$ cat config.mk
export PLATFORM = sky130hd
export DESIGN_NAME = cmd_seq_ctrl
export DESIGN_NICKNAME = d
export VERILOG_FILES = /design/src/common/cmd_seq_pkg.sv /design/src/sequencer/cmd_seq_ctrl.sv
export SDC_FILE = /design/constraint.sdc
export NUM_CORES = 1
export LEC_CHECK = 0
export ABC_AREA = 1
export CAP_MARGIN = 30
export CELL_PAD_IN_SITES_DETAIL_PLACEMENT = 1
export CELL_PAD_IN_SITES_GLOBAL_PLACEMENT = 1
export CORE_UTILIZATION = 47
export DETAILED_ROUTE_END_ITERATION = 12
export DONT_BUFFER_PORTS = 1
export HOLD_SLACK_MARGIN = 0.05
export PLACE_DENSITY_LB_ADDON = 0.1
export SLEW_MARGIN = 15
export SYNTH_ARGS = -nofsm -noshare
export SYNTH_HDL_FRONTEND = slang
export SYNTH_SLANG_ARGS = --single-unit
$ cat constraint.sdc
create_clock -name CMD_CLK_IN -period 4.55 [get_ports CMD_CLK_IN]
set_input_delay 0.2275 -clock CMD_CLK_IN [delete_from_list [all_inputs] [get_ports CMD_CLK_IN]]
set_output_delay 0.2275 -clock CMD_CLK_IN [all_outputs]
set_load 0.01 [all_outputs]
$ cat src/common/cmd_seq_pkg.sv
// command sequencer shared definitions
package cmd_seq_pkg;

    // register port address
    typedef logic [15:0] reg_addr_t;

    localparam int CMD_MEM_BYTES = 512;

    // byte address into the command memory
    typedef logic [$clog2(CMD_MEM_BYTES)-1:0] mem_addr_t;

    // register map, 7, 8 and 13 to 15 reserved
    localparam reg_addr_t REG_SOFT_RST     = 16'd0;
    localparam reg_addr_t REG_START        = 16'd1;   // read returns finish bit
    localparam reg_addr_t REG_CONF         = 16'd2;
    localparam reg_addr_t REG_SIZE_LO      = 16'd3;
    localparam reg_addr_t REG_SIZE_HI      = 16'd4;
    localparam reg_addr_t REG_REP_LO       = 16'd5;
    localparam reg_addr_t REG_REP_HI       = 16'd6;
    localparam reg_addr_t REG_START_REP_LO = 16'd9;
    localparam reg_addr_t REG_START_REP_HI = 16'd10;
    localparam reg_addr_t REG_STOP_REP_LO  = 16'd11;
    localparam reg_addr_t REG_STOP_REP_HI  = 16'd12;
    localparam reg_addr_t REG_MEM_BASE     = 16'd16;  // command bytes from here on

    // bit positions in the configuration byte
    localparam int CONF_EXT_EN_BIT    = 0;
    localparam int CONF_MODE_LSB      = 1;            // two bits wide
    localparam int CONF_CLK_DIS_BIT   = 3;
    localparam int CONF_PULSE_DIS_BIT = 4;

    typedef enum logic [1:0] {
        MODE_NRZ        = 2'd0,
        MODE_NRZ_HALF   = 2'd1,  // nrz shifted by half a bit
        MODE_MAN_IEEE   = 2'd2,  // 0 high-low, 1 low-high
        MODE_MAN_THOMAS = 2'd3   // inverse of ieee
    } line_mode_e;

    // host request, fields held steady while req is high
    typedef struct packed {
        logic       req;
        logic       wr;
        reg_addr_t  addr;
        logic [7:0] wdata;
    } reg_req_t;

    typedef struct packed {
        logic       ack;
        logic [7:0] rdata;
    } reg_rsp_t;

    // sequence configuration from the register file
    typedef struct packed {
        logic [15:0] size;        // in bits
        logic [15:0] rep_count;   // 0 behaves as 1
        logic [15:0] start_rep;
        logic [15:0] stop_rep;
        logic        ext_en;
        logic        clk_dis;
        logic        pulse_dis;
        line_mode_e  mode;
    } seq_cfg_t;

    // one cycle of a bit period
    typedef struct packed {
        logic valid;
        logic data;
        logic first;   // first of the two cycles
    } bit_sym_t;

endpackage

$ cat src/sequencer/cmd_seq_ctrl.sv
// command sequence controller
`timescale 1ns/1ns

module cmd_seq_ctrl (
    input  logic                    CMD_CLK_IN,
    input  logic                    RST_CMD_CLK,
    input  cmd_seq_pkg::seq_cfg_t   cfg,
    input  logic                    seq_start,
    input  logic                    seq_abort,
    output cmd_seq_pkg::mem_addr_t  rd_addr,
    input  logic [7:0]              rd_data,
    output cmd_seq_pkg::bit_sym_t   sym,
    output logic                    cmd_ready,
    output logic                    cmd_start_flag
);
    import cmd_seq_pkg::*;

    typedef enum logic [1:0] {
        ST_IDLE,
        ST_SEND,
        ST_TAIL
    } state_e;

    state_e      state;
    logic        half;        // second cycle of the bit
    logic [15:0] bit_idx;
    logic [15:0] next_idx;
    logic [15:0] pass_cnt;    // finished middle passes
    logic [15:0] rep_total;
    logic [15:0] mid_last;    // last bit of the middle section
    logic        go;
    logic        bit_end;
    logic        wrap;
    logic        seq_end;

    assign go        = (state == ST_IDLE) && cmd_ready && seq_start;
    assign rep_total = (cfg.rep_count == 16'd0) ? 16'd1 : cfg.rep_count;
    assign mid_last  = cfg.size - cfg.stop_rep - 16'd1;
    assign bit_end   = (state == ST_SEND) && half;

    // back to start_rep while passes remain, else on to the suffix
    assign wrap    = (bit_idx == mid_last) && (pass_cnt != rep_total - 16'd1);
    assign seq_end = !wrap && (bit_idx == cfg.size - 16'd1);

    always_comb begin
        next_idx = bit_idx;
        if (state != ST_SEND) begin
            next_idx = '0;
        end else if (bit_end) begin
            if (wrap) begin
                next_idx = cfg.start_rep;
            end else if (seq_end) begin
                next_idx = '0;
            end else begin
                next_idx = bit_idx + 16'd1;
            end
        end
    end

    // address the byte of the upcoming bit, data lands one cycle later
    assign rd_addr = mem_addr_t'(next_idx >> 3);

    always_ff @(posedge CMD_CLK_IN) begin
        if (RST_CMD_CLK || seq_abort) begin
            state     <= ST_IDLE;
            half      <= 1'b0;
            bit_idx   <= '0;
            pass_cnt  <= '0;
            cmd_ready <= 1'b1;
        end else begin
            bit_idx <= next_idx;
            case (state)
                ST_IDLE: begin
                    half      <= 1'b0;
                    cmd_ready <= !go;   // ready comes back one cycle into idle
                    if (go) begin
                        state    <= ST_SEND;
                        pass_cnt <= '0;
                    end
                end
                ST_SEND: begin
                    half <= !half;
                    if (bit_end && wrap) begin
                        pass_cnt <= pass_cnt + 16'd1;
                    end
                    if (bit_end && seq_end) begin
                        state <= ST_TAIL;
                    end
                end
                ST_TAIL: state <= ST_IDLE;   // lets the encoder drain
                default: state <= ST_IDLE;
            endcase
        end
    end

    // registered so it lines up with the encoded line
    always_ff @(posedge CMD_CLK_IN) begin
        if (RST_CMD_CLK) begin
            cmd_start_flag <= 1'b0;
        end else begin
            cmd_start_flag <= (state == ST_SEND) && !half && (pass_cnt == 16'd0) &&
                              (bit_idx == cfg.start_rep) && !cfg.pulse_dis;
        end
    end

    assign sym = '{
        valid: state == ST_SEND,
        data:  rd_data[3'd7 - bit_idx[2:0]],   // msb first
        first: (state == ST_SEND) && !half
    };

    assert property (@(posedge CMD_CLK_IN) disable iff (RST_CMD_CLK)
        !(cmd_ready && sym.valid));

    // config is cleared together with the abort pulse
    assert property (@(posedge CMD_CLK_IN) disable iff (RST_CMD_CLK || seq_abort)
        sym.valid |-> bit_idx < cfg.size);

endmodule

==> out/metrics.csv <==
metric,value,unit
status,"finished, violations left",
failing checks,DRC,
r2r startpoint,state[0],
Reg2Reg Depth,10,
Detailed Place HPWL,15900,um
NetSw,0.341,mW
GRT Residual Overflow,0,
setup_tns,0,ns
final setup violation count,0,
Worst-Skew Late Latency,0.29,ns
post-route insts no fill,1197,
# diodes,0,
Synth async-reset ratio,0,%
Final Hold Vio Count,0,
largest cells by area after synthesis,"nand2_1, dfxtp_1, inv_1, nand3_1, nor2_1",
H-tree depth,2,
drt wl/cell,16.0,um
vias in the first global route,6560,
max incr delay on CP,0.78,ns
global-route usage over all layers,30.9,%
switching share of power,33.3,%
Post-CTS Setup Bufs,0,
Finished Cell Area,0.00590,mm^2
Initial Util,48.9,%
P&R area growth vs syn,3.85,%
Hold Path Cell Cnt,2,
Total Wirelength,19200,um
Leak,3.04,nW
Post-synth EDFFs,0,
min Tclk post-route,3.38,ns
CTS buffer count,5,
Crit. path cell count,8,
Critical Path Most Common Cell,inv_1,
largest net degree at the start of global routing,23,
count of input and output buffers,0,
crit path DAT,3.15,ns
Placement Rows,39,
CTS root buffer,clkbuf_16,
synth unique cells,43,
die footprint,0.0125,mm^2
Post-Syn Instances,1071,
first-pass GRT wire length,31300,um
"Slowest-stage cell, CP",nor2_2,
Vias,6562,
vias per inst,5.48,
clock-pin transition on the worst setup and hold timing paths,0.06,ns
CP bufs+invs,3,
RSZ-0062 raised after global routing,false,
final slew viol count,0,
"Hold-fix buffers, CTS",0,
Inst Count DP,1189,
placed inst area,0.00573,mm^2
synth warn,0,
Crit. End Element,output pin,
Pre-Repair DR Iteration Count,8,
PostCTS Resize Cnt,0,
slew margin rel.,40.9,%
Hold Crit Class,in -> reg,
post-synthesis sequential area ratio,13.0,%
chip width,112,um
Max IR drop VDD,0.000269,V
area of the core,0.0116,mm^2
"Cell Chain, Critical Path",inv_1 > nor2_1 > inv_1 > nor2_2 > nand3_4 > inv_1 > nand2_1 > nand3_1,
Final nets,1156,
Worst Setup Path Type,reg -> out,
Clk network pwr share,38.7,%
power density over the cells,173,mW/mm^2
CP startpoint kind,register,
CTS tree,built,
Fillers,1826,
Max Fclk,296,MHz
CP top delay family,simple AND/OR/NAND/NOR gates,
max-cap viol count,0,
DRT iter0 DRCs,326,
layout cell share with drive strength beyond 1,3.98,%
Max Root-Sink Buffers,2,
GP Congestion,0.888,
cell taking the most area after synthesis,nand2_1,
post-synthesis register bit count,37,
top_reg_cell synth,dfxtp_1,
total power,1.02,mW
Comb power frac,29.3,%
Avg Synthesized Cell Area,5.31,um^2
sequential power share,32.0,%
Post-route DRC,3,
synthesized area,0.00568,mm^2
CP Launch Point,state[0],
fin crit share,74.2,%
CTS Sinks,37,
initial antenna violation count,0,
worst-path maximum fanout,19,
Ports,95,
Slew @ Worst Pin,0.885,ns
worst endpoint required time,4.32,ns
internal power,0.682,mW
Final Skew,0.00612,ns
Synth top area share,23.8,%
chip height,112,um
Synth Net Count,1173,
Routed Antenna Nets,0,
worst hold start,cfg[22],
[cells in the mapped netlist (all sizes together), types with 4 or more instances]
master    n
and2      4
buf      11
nand4    18
o21ai    18
nor3     19
nand2   365
nand3b    9
o22ai     6
inv     182
ha       20
dfxtp    37
or2       4
xor2     43
a21oi    34
nor4      8
clkbuf   14
nor2    140
nand3   112
xnor2    17
[cell type report]
cell class                 instances  area, um^2  share of cell area, %
sequential                        37         741                   12.6
multi-input combinational        827        4130                   70.0
inverter                         182         686                   11.6
clock buffer                       5         125                   2.12
clock inverter                     2        35.0                  0.594
timing repair buffer               1        7.51                  0.127
tap                              143         179                   3.03
[metrics by stage]
| stage | util (%) | worst slack [ns] | hold slack, ns |
|---|---|---|---|
| after floorplan | - | 2.06 | 0.362 |
| after global placement | 49.4 | 1.52 | 0.384 |
| after detailed placement | 49.4 | 1.44 | 0.389 |
| after CTS | 50.8 | 1.23 | 0.0885 |
| after global routing | 50.8 | 1.03 | 0.103 |
| final | 50.8 | 1.17 | 0.0901 |
[placed cells by master, fill, tap and decap left out, types with 17 or more instances in the layout]
| cell type | n |
|---|---|
| ha_1 | 20 |
| xor2_1 | 43 |
| a21oi_1 | 33 |
| nand4_1 | 17 |
| xnor2_1 | 17 |
| nor3_1 | 18 |
| inv_1 | 179 |
| nor2_1 | 130 |
| o21ai_0 | 18 |
| nand3_1 | 102 |
| dfxtp_1 | 37 |
| nand2_1 | 360 |
[power groups by stage]
stage / clock (mW) / sequential [mW] / combinational, mW
after floorplan: 0 / 0.334 / 0.236
after global placement: 0 / 0.334 / 0.287
after detailed placement: 0 / 0.334 / 0.298
after CTS: 0.397 / 0.327 / 0.299
after global routing: 0.406 / 0.327 / 0.342
final: 0.397 / 0.327 / 0.300
[worst reg2reg max path: cells and delay by family, from the launching register on]
family,cells,cell delay [ns]
and+or+nand+nor,6,1.80
buffers and inverters,4,0.88
DFF,1,0.32
[registers in the layout (all words and copies together) (netlist names)]
name and cells:
cmd_ready 1, pass_cnt 16, half 1, bit_idx 16, state 2, cmd_start_flag 1
[cell families after synthesis]
| logic type | after synthesis | share of synthesized area [%] |
|---|---|---|
| buf+inv | 207 | 14.3 |
| xor+xnor | 60 | 9.25 |
| flops | 37 | 13.0 |
| simple gates | 681 | 52.4 |
| fa+ha+maj | 21 | 4.76 |
| compound gates | 65 | 6.28 |
[worst paths after layout]
kind                 end  slack, ns
min           bit_idx[1]       0.09
max           rd_addr[8]       1.17
min reg2reg  bit_idx[15]       0.50
max reg2reg  bit_idx[11]       1.50
[routing by layer]
| layer | up-vias | share of wire (%) | global-route usage (%) |
|---|---|---|---|
| li1 | 3287 | - | - |
| met1 | 3117 | 47 | 40.6 |
| met2 | 135 | 46 | 53.4 |
| met3 | 23 | 4.8 | 3.92 |
| met4 | 0 | 1.4 | 8.09 |
| met5 | - | 0 | 0 |
No activity file was read; power rests on OpenSTA's default activity.
