--- config.mk ---
export PLATFORM = sky130hd
export DESIGN_NAME = cmd_reg_decode
export DESIGN_NICKNAME = d
export VERILOG_FILES = /design/src/common/cmd_seq_pkg.sv /design/src/hdl/cmd_reg_decode.sv
export SDC_FILE = /design/constraint.sdc
export NUM_CORES = 1
export LEC_CHECK = 0
export ABC_AREA = 1
export BUFFER_PORTS_ARGS = -buffer_cell sky130_fd_sc_hd__clkbuf_2
export CORE_MARGIN = 1.5
export CORE_UTILIZATION = 23
export CTS_CLUSTER_SIZE = 40
export DETAILED_ROUTE_END_ITERATION = 12
export SETUP_SLACK_MARGIN = 0.02
export SLEW_MARGIN = 20
export SYNTH_ARGS = -nofsm -noshare
export SYNTH_HDL_FRONTEND = slang
export SYNTH_SLANG_ARGS = --single-unit
--- constraint.sdc ---
create_clock -name CMD_CLK_IN -period 4.7 [get_ports CMD_CLK_IN]
set_input_delay 0.235 -clock CMD_CLK_IN [delete_from_list [all_inputs] [get_ports CMD_CLK_IN]]
set_output_delay 0.235 -clock CMD_CLK_IN [all_outputs]
set_load 0.05 [all_outputs]
--- src/common/cmd_seq_pkg.sv ---
// command sequencer shared definitions
package cmd_seq_pkg;

    // register port address
    typedef logic [15:0] reg_addr_t;

    localparam int CMD_MEM_BYTES = 512;

    // byte address into the command memory
    typedef logic [$clog2(CMD_MEM_BYTES)-1:0] mem_addr_t;

    // register map, 7, 8 and 13 to 15 reserved
    localparam reg_addr_t REG_SOFT_RST     = 16'd0;
    localparam reg_addr_t REG_START        = 16'd1;   // read returns finish bit
    localparam reg_addr_t REG_CONF         = 16'd2;
    localparam reg_addr_t REG_SIZE_LO      = 16'd3;
    localparam reg_addr_t REG_SIZE_HI      = 16'd4;
    localparam reg_addr_t REG_REP_LO       = 16'd5;
    localparam reg_addr_t REG_REP_HI       = 16'd6;
    localparam reg_addr_t REG_START_REP_LO = 16'd9;
    localparam reg_addr_t REG_START_REP_HI = 16'd10;
    localparam reg_addr_t REG_STOP_REP_LO  = 16'd11;
    localparam reg_addr_t REG_STOP_REP_HI  = 16'd12;
    localparam reg_addr_t REG_MEM_BASE     = 16'd16;  // command bytes from here on

    // bit positions in the configuration byte
    localparam int CONF_EXT_EN_BIT    = 0;
    localparam int CONF_MODE_LSB      = 1;            // two bits wide
    localparam int CONF_CLK_DIS_BIT   = 3;
    localparam int CONF_PULSE_DIS_BIT = 4;

    typedef enum logic [1:0] {
        MODE_NRZ        = 2'd0,
        MODE_NRZ_HALF   = 2'd1,  // nrz shifted by half a bit
        MODE_MAN_IEEE   = 2'd2,  // 0 high-low, 1 low-high
        MODE_MAN_THOMAS = 2'd3   // inverse of ieee
    } line_mode_e;

    // host request, fields held steady while req is high
    typedef struct packed {
        logic       req;
        logic       wr;
        reg_addr_t  addr;
        logic [7:0] wdata;
    } reg_req_t;

    typedef struct packed {
        logic       ack;
        logic [7:0] rdata;
    } reg_rsp_t;

    // sequence configuration from the register file
    typedef struct packed {
        logic [15:0] size;        // in bits
        logic [15:0] rep_count;   // 0 behaves as 1
        logic [15:0] start_rep;
        logic [15:0] stop_rep;
        logic        ext_en;
        logic        clk_dis;
        logic        pulse_dis;
        line_mode_e  mode;
    } seq_cfg_t;

    // one cycle of a bit period
    typedef struct packed {
        logic valid;
        logic data;
        logic first;   // first of the two cycles
    } bit_sym_t;

endpackage

--- src/hdl/cmd_reg_decode.sv ---
// register port decode
`timescale 1ns/1ns

module cmd_reg_decode (
    input  logic                    CMD_CLK_IN,
    input  logic                    RST_CMD_CLK,
    input  cmd_seq_pkg::reg_req_t   reg_req,
    output cmd_seq_pkg::reg_rsp_t   reg_rsp,
    input  logic                    cmd_ext_start_flag,
    output logic                    cmd_ext_start_enable,
    input  logic                    seq_ready,
    output cmd_seq_pkg::seq_cfg_t   cfg,
    output logic                    seq_start,
    output logic                    seq_abort,
    output logic                    mem_wr,
    output logic                    mem_rd,
    output cmd_seq_pkg::mem_addr_t  mem_addr,
    output logic [7:0]              mem_wdata,
    input  logic [7:0]              mem_rdata
);
    import cmd_seq_pkg::*;

    logic        ack;
    logic        access;      // first cycle of a request
    logic        wr_access;
    logic        in_mem;
    logic        soft_rst;
    logic        sel_mem;     // read-back taken from memory
    logic [7:0]  reg_rdata;
    logic [7:0]  conf;
    logic [15:0] size;
    logic [15:0] rep;
    logic [15:0] start_rep;
    logic [15:0] stop_rep;
    logic        finish;
    logic        ready_d;

    assign access    = reg_req.req && !ack;
    assign wr_access = access && reg_req.wr;
    assign soft_rst  = wr_access && (reg_req.addr == REG_SOFT_RST);
    assign in_mem    = (reg_req.addr >= REG_MEM_BASE) &&
                       (reg_req.addr < REG_MEM_BASE + CMD_MEM_BYTES);

    // memory read register lines up with ack
    assign mem_addr  = mem_addr_t'(reg_req.addr - REG_MEM_BASE);
    assign mem_wdata = reg_req.wdata;
    assign mem_wr    = wr_access && in_mem;
    assign mem_rd    = access && !reg_req.wr && in_mem;

    // ack trails req by one cycle on both edges
    always_ff @(posedge CMD_CLK_IN) begin
        if (RST_CMD_CLK) begin
            ack <= 1'b0;
        end else begin
            ack <= reg_req.req;
        end
    end

    always_ff @(posedge CMD_CLK_IN) begin
        if (RST_CMD_CLK || soft_rst) begin
            conf      <= '0;
            size      <= '0;
            rep       <= 16'd1;   // single pass
            start_rep <= '0;
            stop_rep  <= '0;
        end else if (wr_access) begin
            case (reg_req.addr)
                REG_CONF:         conf            <= reg_req.wdata;
                REG_SIZE_LO:      size[7:0]       <= reg_req.wdata;
                REG_SIZE_HI:      size[15:8]      <= reg_req.wdata;
                REG_REP_LO:       rep[7:0]        <= reg_req.wdata;
                REG_REP_HI:       rep[15:8]       <= reg_req.wdata;
                REG_START_REP_LO: start_rep[7:0]  <= reg_req.wdata;
                REG_START_REP_HI: start_rep[15:8] <= reg_req.wdata;
                REG_STOP_REP_LO:  stop_rep[7:0]   <= reg_req.wdata;
                REG_STOP_REP_HI:  stop_rep[15:8]  <= reg_req.wdata;
                default: ;
            endcase
        end
    end

    assign cfg = '{
        size:      size,
        rep_count: rep,
        start_rep: start_rep,
        stop_rep:  stop_rep,
        ext_en:    conf[CONF_EXT_EN_BIT],
        clk_dis:   conf[CONF_CLK_DIS_BIT],
        pulse_dis: conf[CONF_PULSE_DIS_BIT],
        mode:      line_mode_e'(conf[CONF_MODE_LSB +: 2])
    };
    assign cmd_ext_start_enable = cfg.ext_en;

    // start from register write or gated external flag
    always_ff @(posedge CMD_CLK_IN) begin
        if (RST_CMD_CLK) begin
            seq_start <= 1'b0;
            seq_abort <= 1'b0;
        end else begin
            seq_start <= (wr_access && reg_req.addr == REG_START) ||
                         (cmd_ext_start_flag && cfg.ext_en);
            seq_abort <= soft_rst;
        end
    end

    // finish bit cleared on an accepted start and set when ready comes back
    always_ff @(posedge CMD_CLK_IN) begin
        if (RST_CMD_CLK) begin
            finish  <= 1'b1;
            ready_d <= 1'b1;
        end else begin
            ready_d <= seq_ready;
            if (seq_start && seq_ready) begin
                finish <= 1'b0;
            end else if (seq_ready && !ready_d) begin
                finish <= 1'b1;
            end
        end
    end

    always_ff @(posedge CMD_CLK_IN) begin
        if (access) begin
            sel_mem <= in_mem && !reg_req.wr;
            case (reg_req.addr)
                REG_START:        reg_rdata <= {7'b0, finish};
                REG_CONF:         reg_rdata <= conf;
                REG_SIZE_LO:      reg_rdata <= size[7:0];
                REG_SIZE_HI:      reg_rdata <= size[15:8];
                REG_REP_LO:       reg_rdata <= rep[7:0];
                REG_REP_HI:       reg_rdata <= rep[15:8];
                REG_START_REP_LO: reg_rdata <= start_rep[7:0];
                REG_START_REP_HI: reg_rdata <= start_rep[15:8];
                REG_STOP_REP_LO:  reg_rdata <= stop_rep[7:0];
                REG_STOP_REP_HI:  reg_rdata <= stop_rep[15:8];
                default:          reg_rdata <= 8'h00;   // reserved and out of range
            endcase
        end
    end

    assign reg_rsp = '{
        ack:   ack,
        rdata: ack ? (sel_mem ? mem_rdata : reg_rdata) : 8'h00
    };

    // host keeps req up until it has seen ack
    assert property (@(posedge CMD_CLK_IN) disable iff (RST_CMD_CLK)
        $fell(reg_req.req) |-> ack);

endmodule

==> flow_metrics.tcl, run 1 <==
set metrics [dict create \
    die_h_microns 147 \
    cp.buffers_inverters 2 \
    placementRows 52 \
    cp_cell_sequence "nor2_2 -> nand2_2 -> clkinv_2 -> nand4_2 -> nand2_2 -> inv_2 -> nand2_1 -> nor2_1" \
    ctsHtreeMaxLevel 3 \
    crit_required_ns 4.94 \
    diodes 0 \
    setup_viol 0 \
    ant_nets 0 \
    synth-edff-count 9 \
    outcome "finished, final reports clean" \
    clock_skew_ns 0.0159 \
    syn_inst 648 \
    dr_total_vias 4609 \
    grt_pass1_vias 4195 \
    die_x_microns 147 \
    pwr-share-clk 0.448 \
    ys.flop_type "dfxtp_1" \
    internal_power_mw 1.19 \
    postCtsSetupBuffers 0 \
    holdPathStages 2 \
    clk_latency_ns 0.35 \
    synth_most_common_cell "nand2_1" \
    r2r-end "stop_rep[5]" \
    start_kind "flip-flop" \
    dr.first_iter.drc_count 326 \
    synth_top_area_cell "dfxtp_1" \
    yosys-top-cells-area "dfxtp_1 32%, nand2_1 16%, nor2_1 7.2%" \
    hold_class "input pin to flip-flop" \
    synthToLayoutAreaGrowth_pct 20.9 \
    dpl-instance-area_sq_um 5460 \
    io_pins 138 \
    fin_area_sq_um 5760 \
    io_buffer_count 137 \
    cts.clk_slew.worst_paths_ns 0.07 \
    slew_headroom 0.258 \
    grt_pass1_wl_microns 24600 \
    power_density_nw_per_um2 280 \
    drc 0 \
    crit_type "flip-flop to flip-flop" \
    p_seq_frac 0.463 \
    dieArea_sq_um 21600 \
    syn_nets 689 \
    crit_path_top_delay_cell "nand2_2" \
    grt_overflow 0 \
    synth_seq_area_share 0.380 \
    gp_congestion 0.820 \
    dp_cells 1013 \
    fp.coreArea_sq_um 20300 \
    drv_cap 0 \
    tightest_slew_ns 1.11 \
    netSwitchingPower_mw 0.425 \
    yosys-top-cells-count "198 x nand2_1, 91 x nor2_1, 77 x dfxtp_1" \
    yosys_warnings 0 \
    layout.cells.non_filler 1029 \
    crit_path_end_kind "flip-flop" \
    via_per_inst 4.48 \
    final_hold_viol_count 0 \
    ys_async_sr_fraction 0 \
    crit_family "simple AND/OR/NAND/NOR gates" \
    max_stage_delay_ns 0.84 \
    hold_buffers 0 \
    crit_top_cell "nand2_2" \
    cts_tree "yes" \
    avgSynthCellArea_sq_um 7.35 \
    cts_buffer_depth 2 \
    drive_gt1_frac 0.299 \
    fin_crit_ns 2.94 \
    synth_cell_types 34 \
    cts.sinks 86 \
    hold_path_end "seq_start" \
    numCtsBuffers 9 \
    maxSlewViolCount 0 \
    yosysTopAreaCellShare 0.324 \
    synth_seq_cells 86 \
    holdWs_ns 0.121 \
    reg2reg_depth 8 \
    nNetsFinal 795 \
    reg2reg_from "ack" \
    rrSetupSlack_ns 1.76 \
    first_pass_iters 5 \
    wire_per_inst_microns 15.7 \
    grt_antenna_before_repair 0 \
    worstHoldStart "RST_CMD_CLK" \
    wl_microns 16100 \
    grt_usage 0.150 \
    cts_root_buf "clkbuf_16" \
    pwr-share-comb 0.090 \
    arrival_ns 3.18 \
    peakVddDrop_uv 184 \
    final.setup.tns_ns 0 \
    start_util 0.235 \
    power.share.switching 0.263 \
    cp_max_fo 43 \
    rsz0062_at_grt "false" \
    grt_max_degree 52 \
    p_leak_nw 2.55 \
    place_hpwl_microns 12100 \
    cts-resized-gates 0 \
    fin_crit_sh 0.625 \
    fmax_ghz 0.341 \
    netlist_area_sq_um 4760 \
]
-- layout by cell type, fill, tap and decap left out, drive strengths merged --
cell	instances
nand2	202
buf	2
nand4	22
clkbuf	147
clkinvlp	1
edfxtp	9
nand3b	7
a21oi	57
clkinv	10
bufinv	1
xor2	2
ha	3
o21ai	10
nand3	64
nor2	103
dfxtp	77
nor3b	1
inv	41
-- registers in the layout, summed over array words and instances (netlist names) --
register,flops
rep,16
size,16
start_rep,16
stop_rep,16
conf,8
reg_rdata,8
ack,1
finish,1
ready_d,1
sel_mem,1
seq_abort,1
seq_start,1
-- metrics by stage --
step                      setup WS [ns]  utilization  power [mW]
after global placement             1.79        0.269       0.909
final                              1.76        0.284        1.61
after detailed placement           1.66        0.269       0.910
after floorplan                    2.02            -       0.874
after CTS                          1.66        0.284        1.63
after global routing               1.44        0.284        1.66
-- kinds of logic after synthesis --
logic type / count (synthesis) / share of synthesized area
flip-flops: 86 / 0.380
AND/OR/NAND/NOR: 399 / 0.399
buffers and inverters: 91 / 0.115
adder cells (fa/ha/maj): 3 / 0.00788
XOR/XNOR: 2 / 0.00368
AO/OA/AOI/OAI: 67 / 0.0948
-- final cells by class --
| cell class | count | area (sq um) |
|---|---|---|
| clock buffers | 10 | 229 |
| repair buffers | 139 | 701 |
| well taps | 270 | 338 |
| clock inverters | 6 | 68.8 |
| multi-input cells | 471 | 2410 |
| fillers | 2285 | 14500 |
| inverters | 47 | 206 |
| flip-flops and latches | 86 | 1810 |
-- how the worst max path moves through the flow --
stage	cells past startpoint	startpoint	end	slack [ns]
3_3_place_gp	8	ack	stop_rep[5]	1.79
2_1_floorplan	8	reg_req[12]	mem_rd	2.02
5_1_grt	8	ack	size[13]	1.44
3_5_place_dp	8	ack	stop_rep[5]	1.66
6_report	8	ack	stop_rep[5]	1.76
4_1_cts	8	ack	stop_rep[5]	1.66
-- worst reg2reg max path, stage by stage, from the launching register on --
cell      delay, ns
dfxtp_1        0.38
nor2_2         0.44
nand2_2        0.12
clkinv_2       0.33
nand4_2        0.19
nand2_2        0.84
inv_2          0.36
nand2_1        0.15
nor2_1         0.05
-- metal layers --
| layer | global-route usage | share of wire | vias to the layer above |
|---|---|---|---|
| li1 | - | - | 2296 |
| met1 | 0.211 | 0.47 | 2123 |
| met2 | 0.242 | 0.45 | 178 |
| met3 | 0.0264 | 0.064 | 12 |
| met4 | 0.0305 | 0.010 | 0 |
| met5 | 0 | 0 | - |
-- power groups by stage --
stage	Combinational (mW)	Sequential [mW]	Clock [mW]
final	0.145	0.747	0.723
after global routing	0.155	0.747	0.759
after global placement	0.146	0.763	0
after detailed placement	0.146	0.763	0
after floorplan	0.111	0.763	0
after CTS	0.147	0.747	0.739
No activity file was read; power rests on OpenSTA's default activity.
==> run 2, diff against run 1 <==
==> constraint.sdc (replaced) <==
create_clock -name CMD_CLK_IN -period 2.8 [get_ports CMD_CLK_IN]
set_input_delay 0.14 -clock CMD_CLK_IN [delete_from_list [all_inputs] [get_ports CMD_CLK_IN]]
set_output_delay 0.14 -clock CMD_CLK_IN [all_outputs]
set_load 0.05 [all_outputs]
==> run 2 against run 1 <==
Compared with the run above:
- sequential share of layout area is 0.26 points lower
- critical path type unchanged
- highest routed layer unchanged
- final cell count rose by 0.49%
- sequential power up 67%
- flip-flop and latch count unchanged
- critical endpoint is now rep[0]
- clock power is 67% higher
- count of clock-buffer cells in the layout shrank 1
- largest power group unchanged
- wire length decreased by 0.67%
- cell area rose by 0.85%
- critical path depth fell by 1
- setup slack lost 0.83 ns
- global-route usage down 0.18 points
==> flow_metrics.tcl, run 2 (synthesized netlist as in run 1, its figures left out) <==
set metrics [dict create \
    outcome "finished, final reports clean" \
    power_mw 2.71 \
    dr_total_vias 4587 \
    crit_path_end_kind "flip-flop" \
    pwr-share-comb 0.092 \
    grt_usage 0.148 \
    drc 0 \
    slew_headroom 0.660 \
    crit_type "flip-flop to flip-flop" \
    mostFrequentLayoutCell "nand2_1" \
    layout_common_cells "198 x nand2_1, 137 x clkbuf_2, 91 x nor2_1, 77 x dfxtp_1, 56 x nand3_1" \
    synthToLayoutAreaGrowth_pct 21.9 \
    final_hold_viol_count 0 \
    dpl-instance-area_sq_um 5510 \
    fmax_ghz 0.535 \
    fin_area_sq_um 5810 \
    internal_power_mw 1.93 \
    peakVddDrop_uv 273 \
    cp_max_fo 20 \
    grt_max_degree 38 \
    wire_per_inst_microns 15.5 \
    diodes 0 \
    arrival_ns 2.08 \
    first_pass_iters 5 \
    maxSlewViolCount 0 \
    pwr-share-clk 0.446 \
    grt_overflow 0 \
    fin_crit_sh 0.667 \
    crit_required_ns 3.01 \
    fin_crit_ns 1.87 \
    ctsHtreeMaxLevel 3 \
    p_seq_frac 0.462 \
    holdWs_ns 0.0323 \
    ant_nets 0 \
    clk_latency_ns 0.35 \
    final_core_util 0.286 \
    drive_gt1_frac 0.304 \
    hold_class "input pin to flip-flop" \
    power_density_nw_per_um2 467 \
    power.share.switching 0.286 \
    gp_congestion 0.840 \
    clock_skew_ns 0.0117 \
    via_per_inst 4.44 \
    io_buffer_count 137 \
    cts_root_buf "clkbuf_16" \
    numCtsBuffers 9 \
    start_kind "flip-flop" \
    wl_microns 16000 \
    drv_cap 0 \
    place_hpwl_microns 12000 \
    io_pins 138 \
    dieArea_sq_um 21600 \
    p_leak_nw 2.58 \
    grt_antenna_before_repair 0 \
    cts-resized-gates 0 \
    cts_tree "yes" \
    start_util 0.235 \
    dr.first_iter.drc_count 311 \
    die_h_microns 147 \
    rsz0062_at_grt "false" \
    fp.coreArea_sq_um 20300 \
    die_x_microns 147 \
    grt_pass1_wl_microns 24200 \
    final.setup.tns_ns 0 \
    hold_buffers 1 \
    cts_buffer_depth 2 \
    netSwitchingPower_mw 0.776 \
    postCtsSetupBuffers 0 \
    setup_viol 0 \
    placementRows 52 \
    tightest_slew_ns 0.509 \
    nNetsFinal 800 \
    grt_pass1_vias 4203 \
    cts.sinks 86 \
    cts.clk_slew.worst_paths_ns 0.07 \
    nFillCells 2235 \
]
## run 2: path summary, 6_finish.rpt
path / cells after the start / end / slack [ns] / start
setup / recovery: 7 / rep[0] / 0.93 / ack
hold / removal: 3 / ack / 0.03 / reg_req[25]
setup reg to reg: 7 / rep[0] / 0.93 / ack
hold reg to reg: 2 / conf[6] / 0.47 / conf[6]
## run 2: power by group through the flow
| stage | clock [mW] | combinational (mW) | sequential, mW |
|---|---|---|---|
| global route | 1.28 | 0.267 | 1.25 |
| finish | 1.21 | 0.250 | 1.25 |
| global placement | 0 | 0.251 | 1.28 |
| detailed placement | 0 | 0.250 | 1.28 |
| floorplan | 0 | 0.187 | 1.28 |
| CTS | 1.23 | 0.252 | 1.25 |
## run 2: per-stage QoR
stage	worst slack, ns	std cells
finish	0.931	1034
floorplan	0.306	648
global placement	0.720	1017
detailed placement	0.663	1017
CTS	0.918	1034
global route	0.801	1034
## run 2: area by class of cell
type,count,area (sq um),share of cell area
clock inverter,7,68.8,0.0118
sequential,86,1810,0.312
tap,270,338,0.0582
timing repair buffer,144,753,0.130
clock buffer,9,225,0.0388
multi-input combinational,471,2410,0.414
inverter,47,206,0.0355
## run 2: layer usage
metal / share of wire / GRT usage / up-vias
li1: - / - / 2299
met1: 0.46 / 0.207 / 2064
met2: 0.44 / 0.230 / 206
met3: 0.077 / 0.0345 / 18
met4: 0.018 / 0.0395 / 0
met5: 0 / 0 / -
## run 2: worst max-delay path: stages (launching register included)
cell and delay [ns]:
dfxtp_1 0.46, nor2_2 0.09, nand2_2 0.08, clkinv_2 0.15, nand4_2 0.14, nand2_2 0.29, inv_2 0.38, nand3_1 0.14
