--- config.mk ---
export PLATFORM = sky130hd
export DESIGN_NAME = cmd_line_encoder
export DESIGN_NICKNAME = d
export VERILOG_FILES = /design/src/common/cmd_seq_pkg.sv /design/src/hdl/cmd_line_encoder.sv
export SDC_FILE = /design/constraint.sdc
export NUM_CORES = 1
export LEC_CHECK = 0
export ABC_AREA = 1
export BUFFER_PORTS_ARGS = -buffer_cell sky130_fd_sc_hd__clkbuf_2
export CORE_AREA = 8 8 45 47
export DETAILED_ROUTE_END_ITERATION = 8
export DIE_AREA = 0 0 53 55
export PLACE_DENSITY = 0.3
export SYNTH_ARGS = -nofsm -noshare
export SYNTH_HDL_FRONTEND = slang
export SYNTH_SLANG_ARGS = --single-unit
--- constraint.sdc ---
create_clock -name CMD_CLK_IN -period 2.1 [get_ports CMD_CLK_IN]
set_clock_uncertainty 0.1 [all_clocks]
set_input_delay 0.42 -clock CMD_CLK_IN [delete_from_list [all_inputs] [get_ports CMD_CLK_IN]]
set_output_delay 0.42 -clock CMD_CLK_IN [all_outputs]
set_load 0.02 [all_outputs]
--- src/common/cmd_seq_pkg.sv ---
// command sequencer shared definitions
package cmd_seq_pkg;

    // register port address
    typedef logic [15:0] reg_addr_t;

    localparam int CMD_MEM_BYTES = 512;

    // byte address into the command memory
    typedef logic [$clog2(CMD_MEM_BYTES)-1:0] mem_addr_t;

    // register map, 7, 8 and 13 to 15 reserved
    localparam reg_addr_t REG_SOFT_RST     = 16'd0;
    localparam reg_addr_t REG_START        = 16'd1;   // read returns finish bit
    localparam reg_addr_t REG_CONF         = 16'd2;
    localparam reg_addr_t REG_SIZE_LO      = 16'd3;
    localparam reg_addr_t REG_SIZE_HI      = 16'd4;
    localparam reg_addr_t REG_REP_LO       = 16'd5;
    localparam reg_addr_t REG_REP_HI       = 16'd6;
    localparam reg_addr_t REG_START_REP_LO = 16'd9;
    localparam reg_addr_t REG_START_REP_HI = 16'd10;
    localparam reg_addr_t REG_STOP_REP_LO  = 16'd11;
    localparam reg_addr_t REG_STOP_REP_HI  = 16'd12;
    localparam reg_addr_t REG_MEM_BASE     = 16'd16;  // command bytes from here on

    // bit positions in the configuration byte
    localparam int CONF_EXT_EN_BIT    = 0;
    localparam int CONF_MODE_LSB      = 1;            // two bits wide
    localparam int CONF_CLK_DIS_BIT   = 3;
    localparam int CONF_PULSE_DIS_BIT = 4;

    typedef enum logic [1:0] {
        MODE_NRZ        = 2'd0,
        MODE_NRZ_HALF   = 2'd1,  // nrz shifted by half a bit
        MODE_MAN_IEEE   = 2'd2,  // 0 high-low, 1 low-high
        MODE_MAN_THOMAS = 2'd3   // inverse of ieee
    } line_mode_e;

    // host request, fields held steady while req is high
    typedef struct packed {
        logic       req;
        logic       wr;
        reg_addr_t  addr;
        logic [7:0] wdata;
    } reg_req_t;

    typedef struct packed {
        logic       ack;
        logic [7:0] rdata;
    } reg_rsp_t;

    // sequence configuration from the register file
    typedef struct packed {
        logic [15:0] size;        // in bits
        logic [15:0] rep_count;   // 0 behaves as 1
        logic [15:0] start_rep;
        logic [15:0] stop_rep;
        logic        ext_en;
        logic        clk_dis;
        logic        pulse_dis;
        line_mode_e  mode;
    } seq_cfg_t;

    // one cycle of a bit period
    typedef struct packed {
        logic valid;
        logic data;
        logic first;   // first of the two cycles
    } bit_sym_t;

endpackage

--- src/hdl/cmd_line_encoder.sv ---
// serial line encoder
`timescale 1ns/1ns

module cmd_line_encoder (
    input  logic                     CMD_CLK_IN,
    input  logic                     RST_CMD_CLK,
    input  cmd_seq_pkg::bit_sym_t    sym,
    input  cmd_seq_pkg::line_mode_e  mode,
    input  logic                     clk_dis,
    output logic                     cmd_data,
    output logic                     cmd_clk_out
);
    import cmd_seq_pkg::*;

    logic prev_bit;   // last completed bit for the delayed nrz
    logic level;

    // level for the current half bit
    always_comb begin
        case (mode)
            MODE_NRZ_HALF:   level = sym.first ? prev_bit : sym.data;
            MODE_MAN_IEEE:   level = sym.first ? !sym.data : sym.data;
            MODE_MAN_THOMAS: level = sym.first ? sym.data : !sym.data;
            default:         level = sym.data;
        endcase
    end

    always_ff @(posedge CMD_CLK_IN) begin
        if (RST_CMD_CLK) begin
            cmd_data    <= 1'b0;
            cmd_clk_out <= 1'b0;
            prev_bit    <= 1'b0;
        end else begin
            cmd_data    <= sym.valid && level;
            cmd_clk_out <= sym.valid && sym.first && !clk_dis;
            if (!sym.valid) begin
                prev_bit <= 1'b0;   // line idles low between sequences
            end else if (!sym.first) begin
                prev_bit <= sym.data;
            end
        end
    end

    // forwarded clock is one cycle high per bit
    assert property (@(posedge CMD_CLK_IN) disable iff (RST_CMD_CLK)
        cmd_clk_out |=> !cmd_clk_out);

endmodule

==> results of run 1 <==
==> layout make-up <==
class / count / area share (%)
well taps: 16 / 8.21
multi-input cells: 14 / 28.7
clock buffers: 4 / 10.8
flip-flops and latches: 3 / 24.6
repair buffers: 9 / 18.5
inverters: 6 / 9.23
==> flip-flops by register name, indices dropped and copies added, names as in the netlist <==
signal       count
prev_bit         1
cmd_data         1
cmd_clk_out      1
==> power groups by stage <==
stage / Clock [µW] / Combinational, µW / Sequential (µW)
after CTS: 105 / 25.3 / 59.9
after floorplan: 0 / 11.4 / 62.9
after global routing: 111 / 28.8 / 60.3
final: 100 / 24.7 / 60.0
after global placement: 0 / 25.2 / 60.8
after detailed placement: 0 / 25.2 / 60.8
==> layout by cell type, fill, tap and decap left out, drive strengths merged <==
cell type / instances
clkbuf: 13
inv: 6
nand2: 6
a21oi: 3
dfxtp: 3
nor2: 2
nand3: 2
nor3: 1
==> cells in the mapped netlist <==
master / n
a21oi_1: 3
nand2_2: 1
inv_1: 5
nand3_2: 1
nand3_1: 1
nor3_1: 1
inv_2: 1
nor2_2: 1
nand2_1: 5
nor2_1: 1
dfxtp_1: 3
==> through the flow <==
| step | area, µm² | worst slack (ns) | total power (µW) |
|---|---|---|---|
| 2_1_floorplan | 153 | 1.15 | 74.3 |
| 3_3_place_gp | 218 | 0.959 | 86.1 |
| 3_5_place_dp | 218 | 0.953 | 86.0 |
| 4_1_cts | 244 | 0.877 | 191 |
| 5_1_grt | 244 | 0.833 | 200 |
| 6_report | 244 | 0.891 | 185 |
==> worst max-delay path by stage <==
stage | start | to | slack, ns | depth (start not counted)
2_1_floorplan | sym[0] | cmd_data | 1.15 | 5
3_3_place_gp | sym[0] | cmd_data | 0.96 | 6
3_5_place_dp | sym[0] | cmd_data | 0.95 | 6
4_1_cts | cmd_clk_out | cmd_clk_out | 0.88 | 1
5_1_grt | cmd_data | cmd_data | 0.83 | 1
6_report | cmd_clk_out | cmd_clk_out | 0.89 | 1
==> routing by layer <==
layer  routed length, µm  up-vias
li1                    -       96
met5                   0        -
met1                 219       73
met3                  43        0
met4                   0        0
met2                 159        8
==> kinds of logic (layout without fill, tap and decap cells) <==
logic type	Yosys count	count (layout)	synth area share (%)
compound gates	3	3	9.83
flops	3	3	39.3
buf+inv	6	19	14.8
simple gates	11	11	36.1
==> impl_results.md, run 1 <==
- Hold Path Origin: clk_dis
- Gate Count Post-Synth: 23
- Fin. max-slew vios: 0
- Worst endpoint required time: 1.58 ns
- Placed Cells: 48
- Number of buffers created by CTS: 3
- Post-CTS Resized: 0
- Remaining DRCs: 0
- First-pass GRT wire length: 738 µm
- Pwr per Cell Area: 757 nW/µm²
- Post-route insts no fill: 52
- CTS Sinks: 3
- R2R Setup Slk: 1.25 ns
- Sequential share of the synthesized area: 39.3%
- Min cycle time layout: 1.21 ns
- Root Buffer Master: clkbuf_4
- CP top delay family: flip-flops
- Total number of vias: 177
- Share of power burned in registers: 32.4%
- End of the worst hold path: cmd_clk_out
- Port bufs: 9
- Hold-critical path depth: 2
- Syn_area_per_cell: 6.64 µm²
- Synth Cell Area: 153 µm²
- Yosys top cell by area: dfxtp_1
- Buffers & Inverters on Critical Path: 1
- Initial cell density of the core: 11.0%
- Synth top area cells: dfxtp_1 39%, inv_1 12%, nand2_1 12%, a21oi_1 9.8%, nand3_2 6.6%
- Post-layout util: 17.6%
- Slowest stage delay, CP: 0.30 ns
- Hold-fix buffers, CTS: 0
- Avg WL per Cell: 8.12 µm
- Final Hold Fails: 0
- Worst Setup End Kind: output pin
- Reg2reg path depth: 4
- Drt total wl: 422 µm
- Crit Reg-Reg Startpoint: prev_bit
- Post-route setup TNS: 0 ns
- Vias per std cell: 3.40
- DRT antenna net count: 0
- Sw frac: 23.5%
- CP arrival: 0.69 ns
- Worst path slowest cell: dfxtp_1
- Nets: 45
- Worst setup SP type: flip-flop
- Gr busiest metal: met1
- Max-cap viol count: 0
- Worst Path Max Fanout: 1
- Routing usage on met3: 2.67%
- Yosys warning total: 0
- Maximum vdd ir drop: 0.141 mV
- Outcome: completed
- Max Buffers Root-to-Sink: 2
- Worst min path class: in2reg
- FF/Latch Area: 60.1 µm²
- Crit path cell chain: clkbuf_2
- Power share of the clock group: 54.2%
- M2 GR Usage: 3.32%
- H-tree depth: 1
- Layout cell share with drive strength beyond 1: 44.4%
- Setup violators final: 0
- Netlist cell types: 11
- Met1 Track Usage GR: 4.55%
- Area grow syn2layout: 59.8%
- Die Y: 55 µm
- Post-synthesis net count: 31
- Die X: 53 µm
- CTS tree: yes
- Diode count: 0
- Total grt overflow: 0
- Setup Crit Path Kind: reg2out
- Area of the multi-input gates: 70.1 µm²
- Clk_lat worst skew: 0.23 ns
- Seq cells post-synth: 3
- Die area: 2920 µm²
- Drt pass-1 iters: 3
- Worst slew margin: 91.2%
- Vias in the first global route: 194
- Top cell type's share of synthesized area: 39.3%
- Top-Level Pins: 10
- # fillers: 165
- Worst-path clk slew: 0.04 ns
- LEAKAGE: 0.000133 µW
- RSZ-0062 raised after global routing: false
- Comb pwr share: 13.4%
- Hold WS: 0.246 ns
- Drt first-iter violations: 1
- Largest net degree at the start of global routing: 5
- Slew @ Worst Pin: 0.131 ns
- # rows: 14
- Sw power: 43.4 µW
- Antenna violations before repair: 0
- FF-to-FF End: cmd_data
- P_int: 141 µW
- Period utilisation layout: 57.6%
- Fmax: 0.827 GHz
- Postcts setup bufs: 0
- Gp weighted congestion: 0.701
- GRT Util Overall: 3.60%
- Core area: 1380 µm²
No activity file was read; power rests on OpenSTA's default activity.
==> inputs of run 2 (changes only) <==
Clock period 2.1 ns to 1.12 ns, I/O delays scaled along.
==> run 2 against run 1 <==
  * Sequential share of layout area unchanged
  * Utilization is the same
  * Global-route usage decreased by 0.76 points
  * Combinational power increased by 86%
  * Worst setup slack got worse by 0.78 ns
  * Count of clock-buffer cells in the layout unchanged
  * Critical path depth is the same
  * Cell count stayed put
  * Design area stayed put
  * Via count down 10%
  * Clock power grew 84%
  * First-iteration DRC count did not move
  * Critical endpoint is now cmd_data
  * Largest cell class unchanged
==> impl_results.md, run 2 (same netlist as run 1, synthesis figures left out) <==
- Vias per std cell: 3.06
- Post-CTS Resized: 0
- Remaining DRCs: 0
- Period utilisation layout: 89.8%
- Hold Path Origin: clk_dis
- Number of buffers created by CTS: 3
- Drt total wl: 377 µm
- Initial cell density of the core: 11.0%
- Max Buffers Root-to-Sink: 2
- Biggest regs: cmd_clk_out (1), cmd_data (1), prev_bit (1)
- Total grt overflow: 0
- CTS Sinks: 3
- Min cycle time layout: 1.01 ns
- LEAKAGE: 0.000133 µW
- Vias in the first global route: 160
- Top-Level Pins: 10
- Slowest stage delay, CP: 0.30 ns
- Post-route setup TNS: 0 ns
- Nets: 45
- Diode count: 0
- Postcts setup bufs: 0
- Worst setup SP type: flip-flop
- Placed Cells: 48
- CTS tree: yes
- Die X: 53 µm
- Root Buffer Master: clkbuf_4
- Port bufs: 9
- Setup violators final: 0
- Crit Reg-Reg Startpoint: prev_bit
- Drt first-iter violations: 1
- Worst path slowest cell: dfxtp_1
- H-tree depth: 1
- Avg WL per Cell: 7.25 µm
- Setup ws final: 0.114 ns
- Worst min path class: in2reg
- Max-cap viol count: 0
- # rows: 14
- Worst Setup End Kind: output pin
- Post-route insts no fill: 52
- Slew @ Worst Pin: 0.140 ns
- Most frequent cells in the layout: 9 x clkbuf_2, 5 x inv_1, 5 x nand2_1
- CP Launch Point: cmd_data
- Antenna violations before repair: 0
- Gp weighted congestion: 0.674
- Crit path cell chain: clkbuf_2
- CP top delay family: flip-flops
- Final Hold Fails: 0
- Largest net degree at the start of global routing: 5
- Fin. max-slew vios: 0
- Worst endpoint required time: 0.80 ns
- Hold-fix buffers, CTS: 0
- Fmax: 0.994 GHz
- Area grow syn2layout: 59.8%
- Worst slew margin: 90.6%
- CP arrival: 0.68 ns
- Pwr per Cell Area: 1400 nW/µm²
- Core area: 1380 µm²
- Maximum vdd ir drop: 0.307 mV
- Die Y: 55 µm
- DRT antenna net count: 0
- Clk_lat worst skew: 0.23 ns
- Hold WS: 0.0598 ns
- Post-place setup slack: 0.192 ns
- Layout cell share with drive strength beyond 1: 44.4%
- Buffers & Inverters on Critical Path: 1
- RSZ-0062 raised after global routing: false
- Most common cell after layout, fill and taps aside: clkbuf_2
- Worst Path Max Fanout: 1
- Outcome: completed
- Total number of vias: 159
- Worst-path clk slew: 0.04 ns
- Drt pass-1 iters: 3
- Die area: 2920 µm²
- First-pass GRT wire length: 586 µm
- GRT Util Overall: 2.84%
- Setup Crit Path Kind: reg2out
- DP Wirelength: 335 µm
-- run 2: where the power goes --
| group | total, µW | switching, µW | leakage (µW) | internal (µW) |
|---|---|---|---|---|
| clock | 184 | 50.7 | 0.0000150 | 133 |
| combinational | 45.9 | 25.6 | 0.0000940 | 20.2 |
| sequential | 112 | 0.902 | 0.0000245 | 112 |
-- run 2: final timing paths --
check                              endpoint  slack [ns]  cells past startpoint
worst max register to register     cmd_data        0.28                      4
worst min-delay path            cmd_clk_out        0.06                      2
worst min register to register     prev_bit        0.38                      2
worst max-delay path               cmd_data        0.11                      1
-- run 2: cell type report --
type | instances | area, µm²
multi-input combinational | 14 | 70.1
inverter | 6 | 22.5
clock buffer | 4 | 26.3
sequential | 3 | 60.1
timing repair buffer | 9 | 45.0
tap | 16 | 20.0
fill | 171 | 1140
-- run 2: through the flow --
stage | total power, µW | area, µm² | util, %
after floorplan | 139 | 153 | -
after global placement | 161 | 218 | 15.7
after detailed placement | 161 | 218 | 15.7
after CTS | 351 | 244 | 17.6
after global routing | 367 | 244 | 17.6
final | 342 | 244 | 17.6
-- run 2: per-layer routing --
metal,part of all wire (%),track usage [%],wire [µm]
met5,0,0,0
met4,0,2.59,0
met3,23,3.74,86
met2,26,2.15,97
met1,51,3.18,192
==> inputs of run 3 (changes only) <==
Clock period 1.12 ns to 0.95 ns, I/O delays scaled along.
==> run 3 against run 2 <==
  * The run now ends with setup timing left
  * Sequential cell count did not move
  * Utilization up 1.6 points
  * Non-clock buffer count is the same
  * Die area is the same
  * Count of clock-buffer cells in the layout stayed put
  * Register-to-register slack worse by 0.17 ns
==> impl_results.md, run 3 (same netlist as run 1, synthesis figures left out) <==
- Outcome: finished with violations
- Failing checks: setup timing
- Setup Crit Path Kind: reg2out
- Antenna violations before repair: 0
- Post-DP Area: 218 µm²
- LEAKAGE: 0.000140 µW
- DRT antenna net count: 0
- Area grow syn2layout: 74.6%
- Postcts setup bufs: 0
- Clk_lat worst skew: 0.23 ns
- Max-cap viol count: 0
- Slowest stage delay, CP: 0.31 ns
- Worst endpoint required time: 0.66 ns
- CP arrival: 0.66 ns
- Fmax: 1.05 GHz
- Setup violators final: 2
- Worst Setup End Kind: output pin
- Die X: 53 µm
- Total grt overflow: 0
- DP Wirelength: 350 µm
- Die area: 2920 µm²
- Worst setup SP type: flip-flop
- Power Total: 415 µW
- Worst slew margin: 91.1%
- Total number of vias: 171
- R2R Setup Slk: 0.11 ns
- Slew @ Worst Pin: 0.132 ns
- # rows: 14
- Period utilisation layout: 100%
- Buffers & Inverters on Critical Path: 1
- Crit Reg-Reg Startpoint: prev_bit
- Most frequent cells in the layout: 7 x clkbuf_2, 5 x inv_1, 5 x nand2_1, 3 x a21oi_1, 3 x clkbuf_4
- CP top delay family: flip-flops
- Remaining DRCs: 0
- Worst path slowest cell: dfxtp_2
- FF-to-FF End: cmd_data
- CTS tree: yes
- Biggest regs: cmd_clk_out (1), cmd_data (1), prev_bit (1)
- Min cycle time layout: 0.950 ns
- End of the worst hold path: cmd_clk_out
- Die Y: 55 µm
- Hold Path Origin: clk_dis
- H-tree depth: 1
- Final Cell Area: 267 µm²
- Layout cell share with drive strength beyond 1: 50.0%
- Final Hold Fails: 0
- Avg WL per Cell: 7.65 µm
- Maximum vdd ir drop: 0.412 mV
- Drt pass-1 iters: 4
- Max Buffers Root-to-Sink: 2
- Pwr per Cell Area: 1560 nW/µm²
- Drt total wl: 398 µm
- Setup ws final: -0.000394 ns
- Nets: 45
- Reg2reg path depth: 4
- Worst Path Max Fanout: 1
- Hold-critical path depth: 2
- Fin. max-slew vios: 0
- Number of buffers created by CTS: 3
- Top-Level Pins: 10
- Post-layout util: 19.3%
- Core area: 1380 µm²
- Most common cell after layout, fill and taps aside: clkbuf_2
- CP Launch Point: cmd_clk_out
- Diode count: 0
- Initial cell density of the core: 11.0%
- Port bufs: 9
- CTS Sinks: 3
- Vias per std cell: 3.29
- Hold-fix buffers, CTS: 0
- RSZ-0062 raised after global routing: true
- Worst-path clk slew: 0.04 ns
- Vias in the first global route: 173
- Crit path cell chain: buf_8
- Root Buffer Master: clkbuf_4
- Largest net degree at the start of global routing: 5
- Gp weighted congestion: 0.689
- First-pass GRT wire length: 621 µm
- Drt first-iter violations: 2
- GRT Util Overall: 3.00%
- Worst min path class: in2reg
## run 3: cell count changes in the layout (fill, tap and decap cells not counted)
cell,before,now
dfxtp_2,0,2
clkbuf_2,9,7
dfxtp_1,3,1
buf_8,0,2
## run 3: cell type report
| class | instances | area [µm²] |
|---|---|---|
| Fill cell | 163 | 1120 |
| Multi-Input combinational cell | 14 | 70.1 |
| Timing Repair Buffer | 9 | 65.1 |
| Sequential cell | 3 | 62.6 |
| Clock buffer | 4 | 26.3 |
| Inverter | 6 | 22.5 |
| Tap cell | 16 | 20.0 |
## run 3: metrics by stage
| step | std cells | hold slack (ns) | TNS, ns | setup slack [ns] |
|---|---|---|---|---|
| detailed placement | 48 | 0.261 | 0 | 0.0483 |
| global placement | 48 | 0.261 | 0 | 0.0288 |
| floorplan | 23 | 0.167 | 0 | 0.161 |
| CTS | 52 | 0.00745 | -0.0487 | -0.0245 |
| finish | 52 | 0.0149 | -0.000732 | -0.000394 |
| global route | 52 | 0.0150 | -0.0505 | -0.0266 |
## run 3: worst max-delay path by stage
stage / endpoint / slack, ns / depth (start not counted)
final: cmd_clk_out / -0.0004 / 1
after global routing: cmd_data / -0.03 / 1
after CTS: cmd_data / -0.02 / 1
after detailed placement: cmd_data / 0.05 / 6
after global placement: cmd_data / 0.03 / 6
after floorplan: cmd_data / 0.16 / 4
## run 3: what timing repair did
item                                   4_1_cts  5_1_grt
gates resized for setup                      6        2
endpoints found under the hold margin        0        0
setup endpoints to repair                    2        2
## run 3: routing by layer
layer / routed length (µm) / up-vias / global-route usage (%) / share of wire (%)
li1: - / 95 / - / -
met1: 219 / 66 / 3.93 / 55
met2: 135 / 10 / 2.73 / 34
met3: 43 / 0 / 2.41 / 11
met4: 0 / 0 / 2.59 / 0
met5: 0 / - / 0 / 0
## run 3: power breakdown
group          total (µW)  switching [µW]  internal, µW
Clock                 220            62.6           157
Sequential            135            2.38           132
Combinational        60.8            30.6          30.2
Total                 415            95.5           320
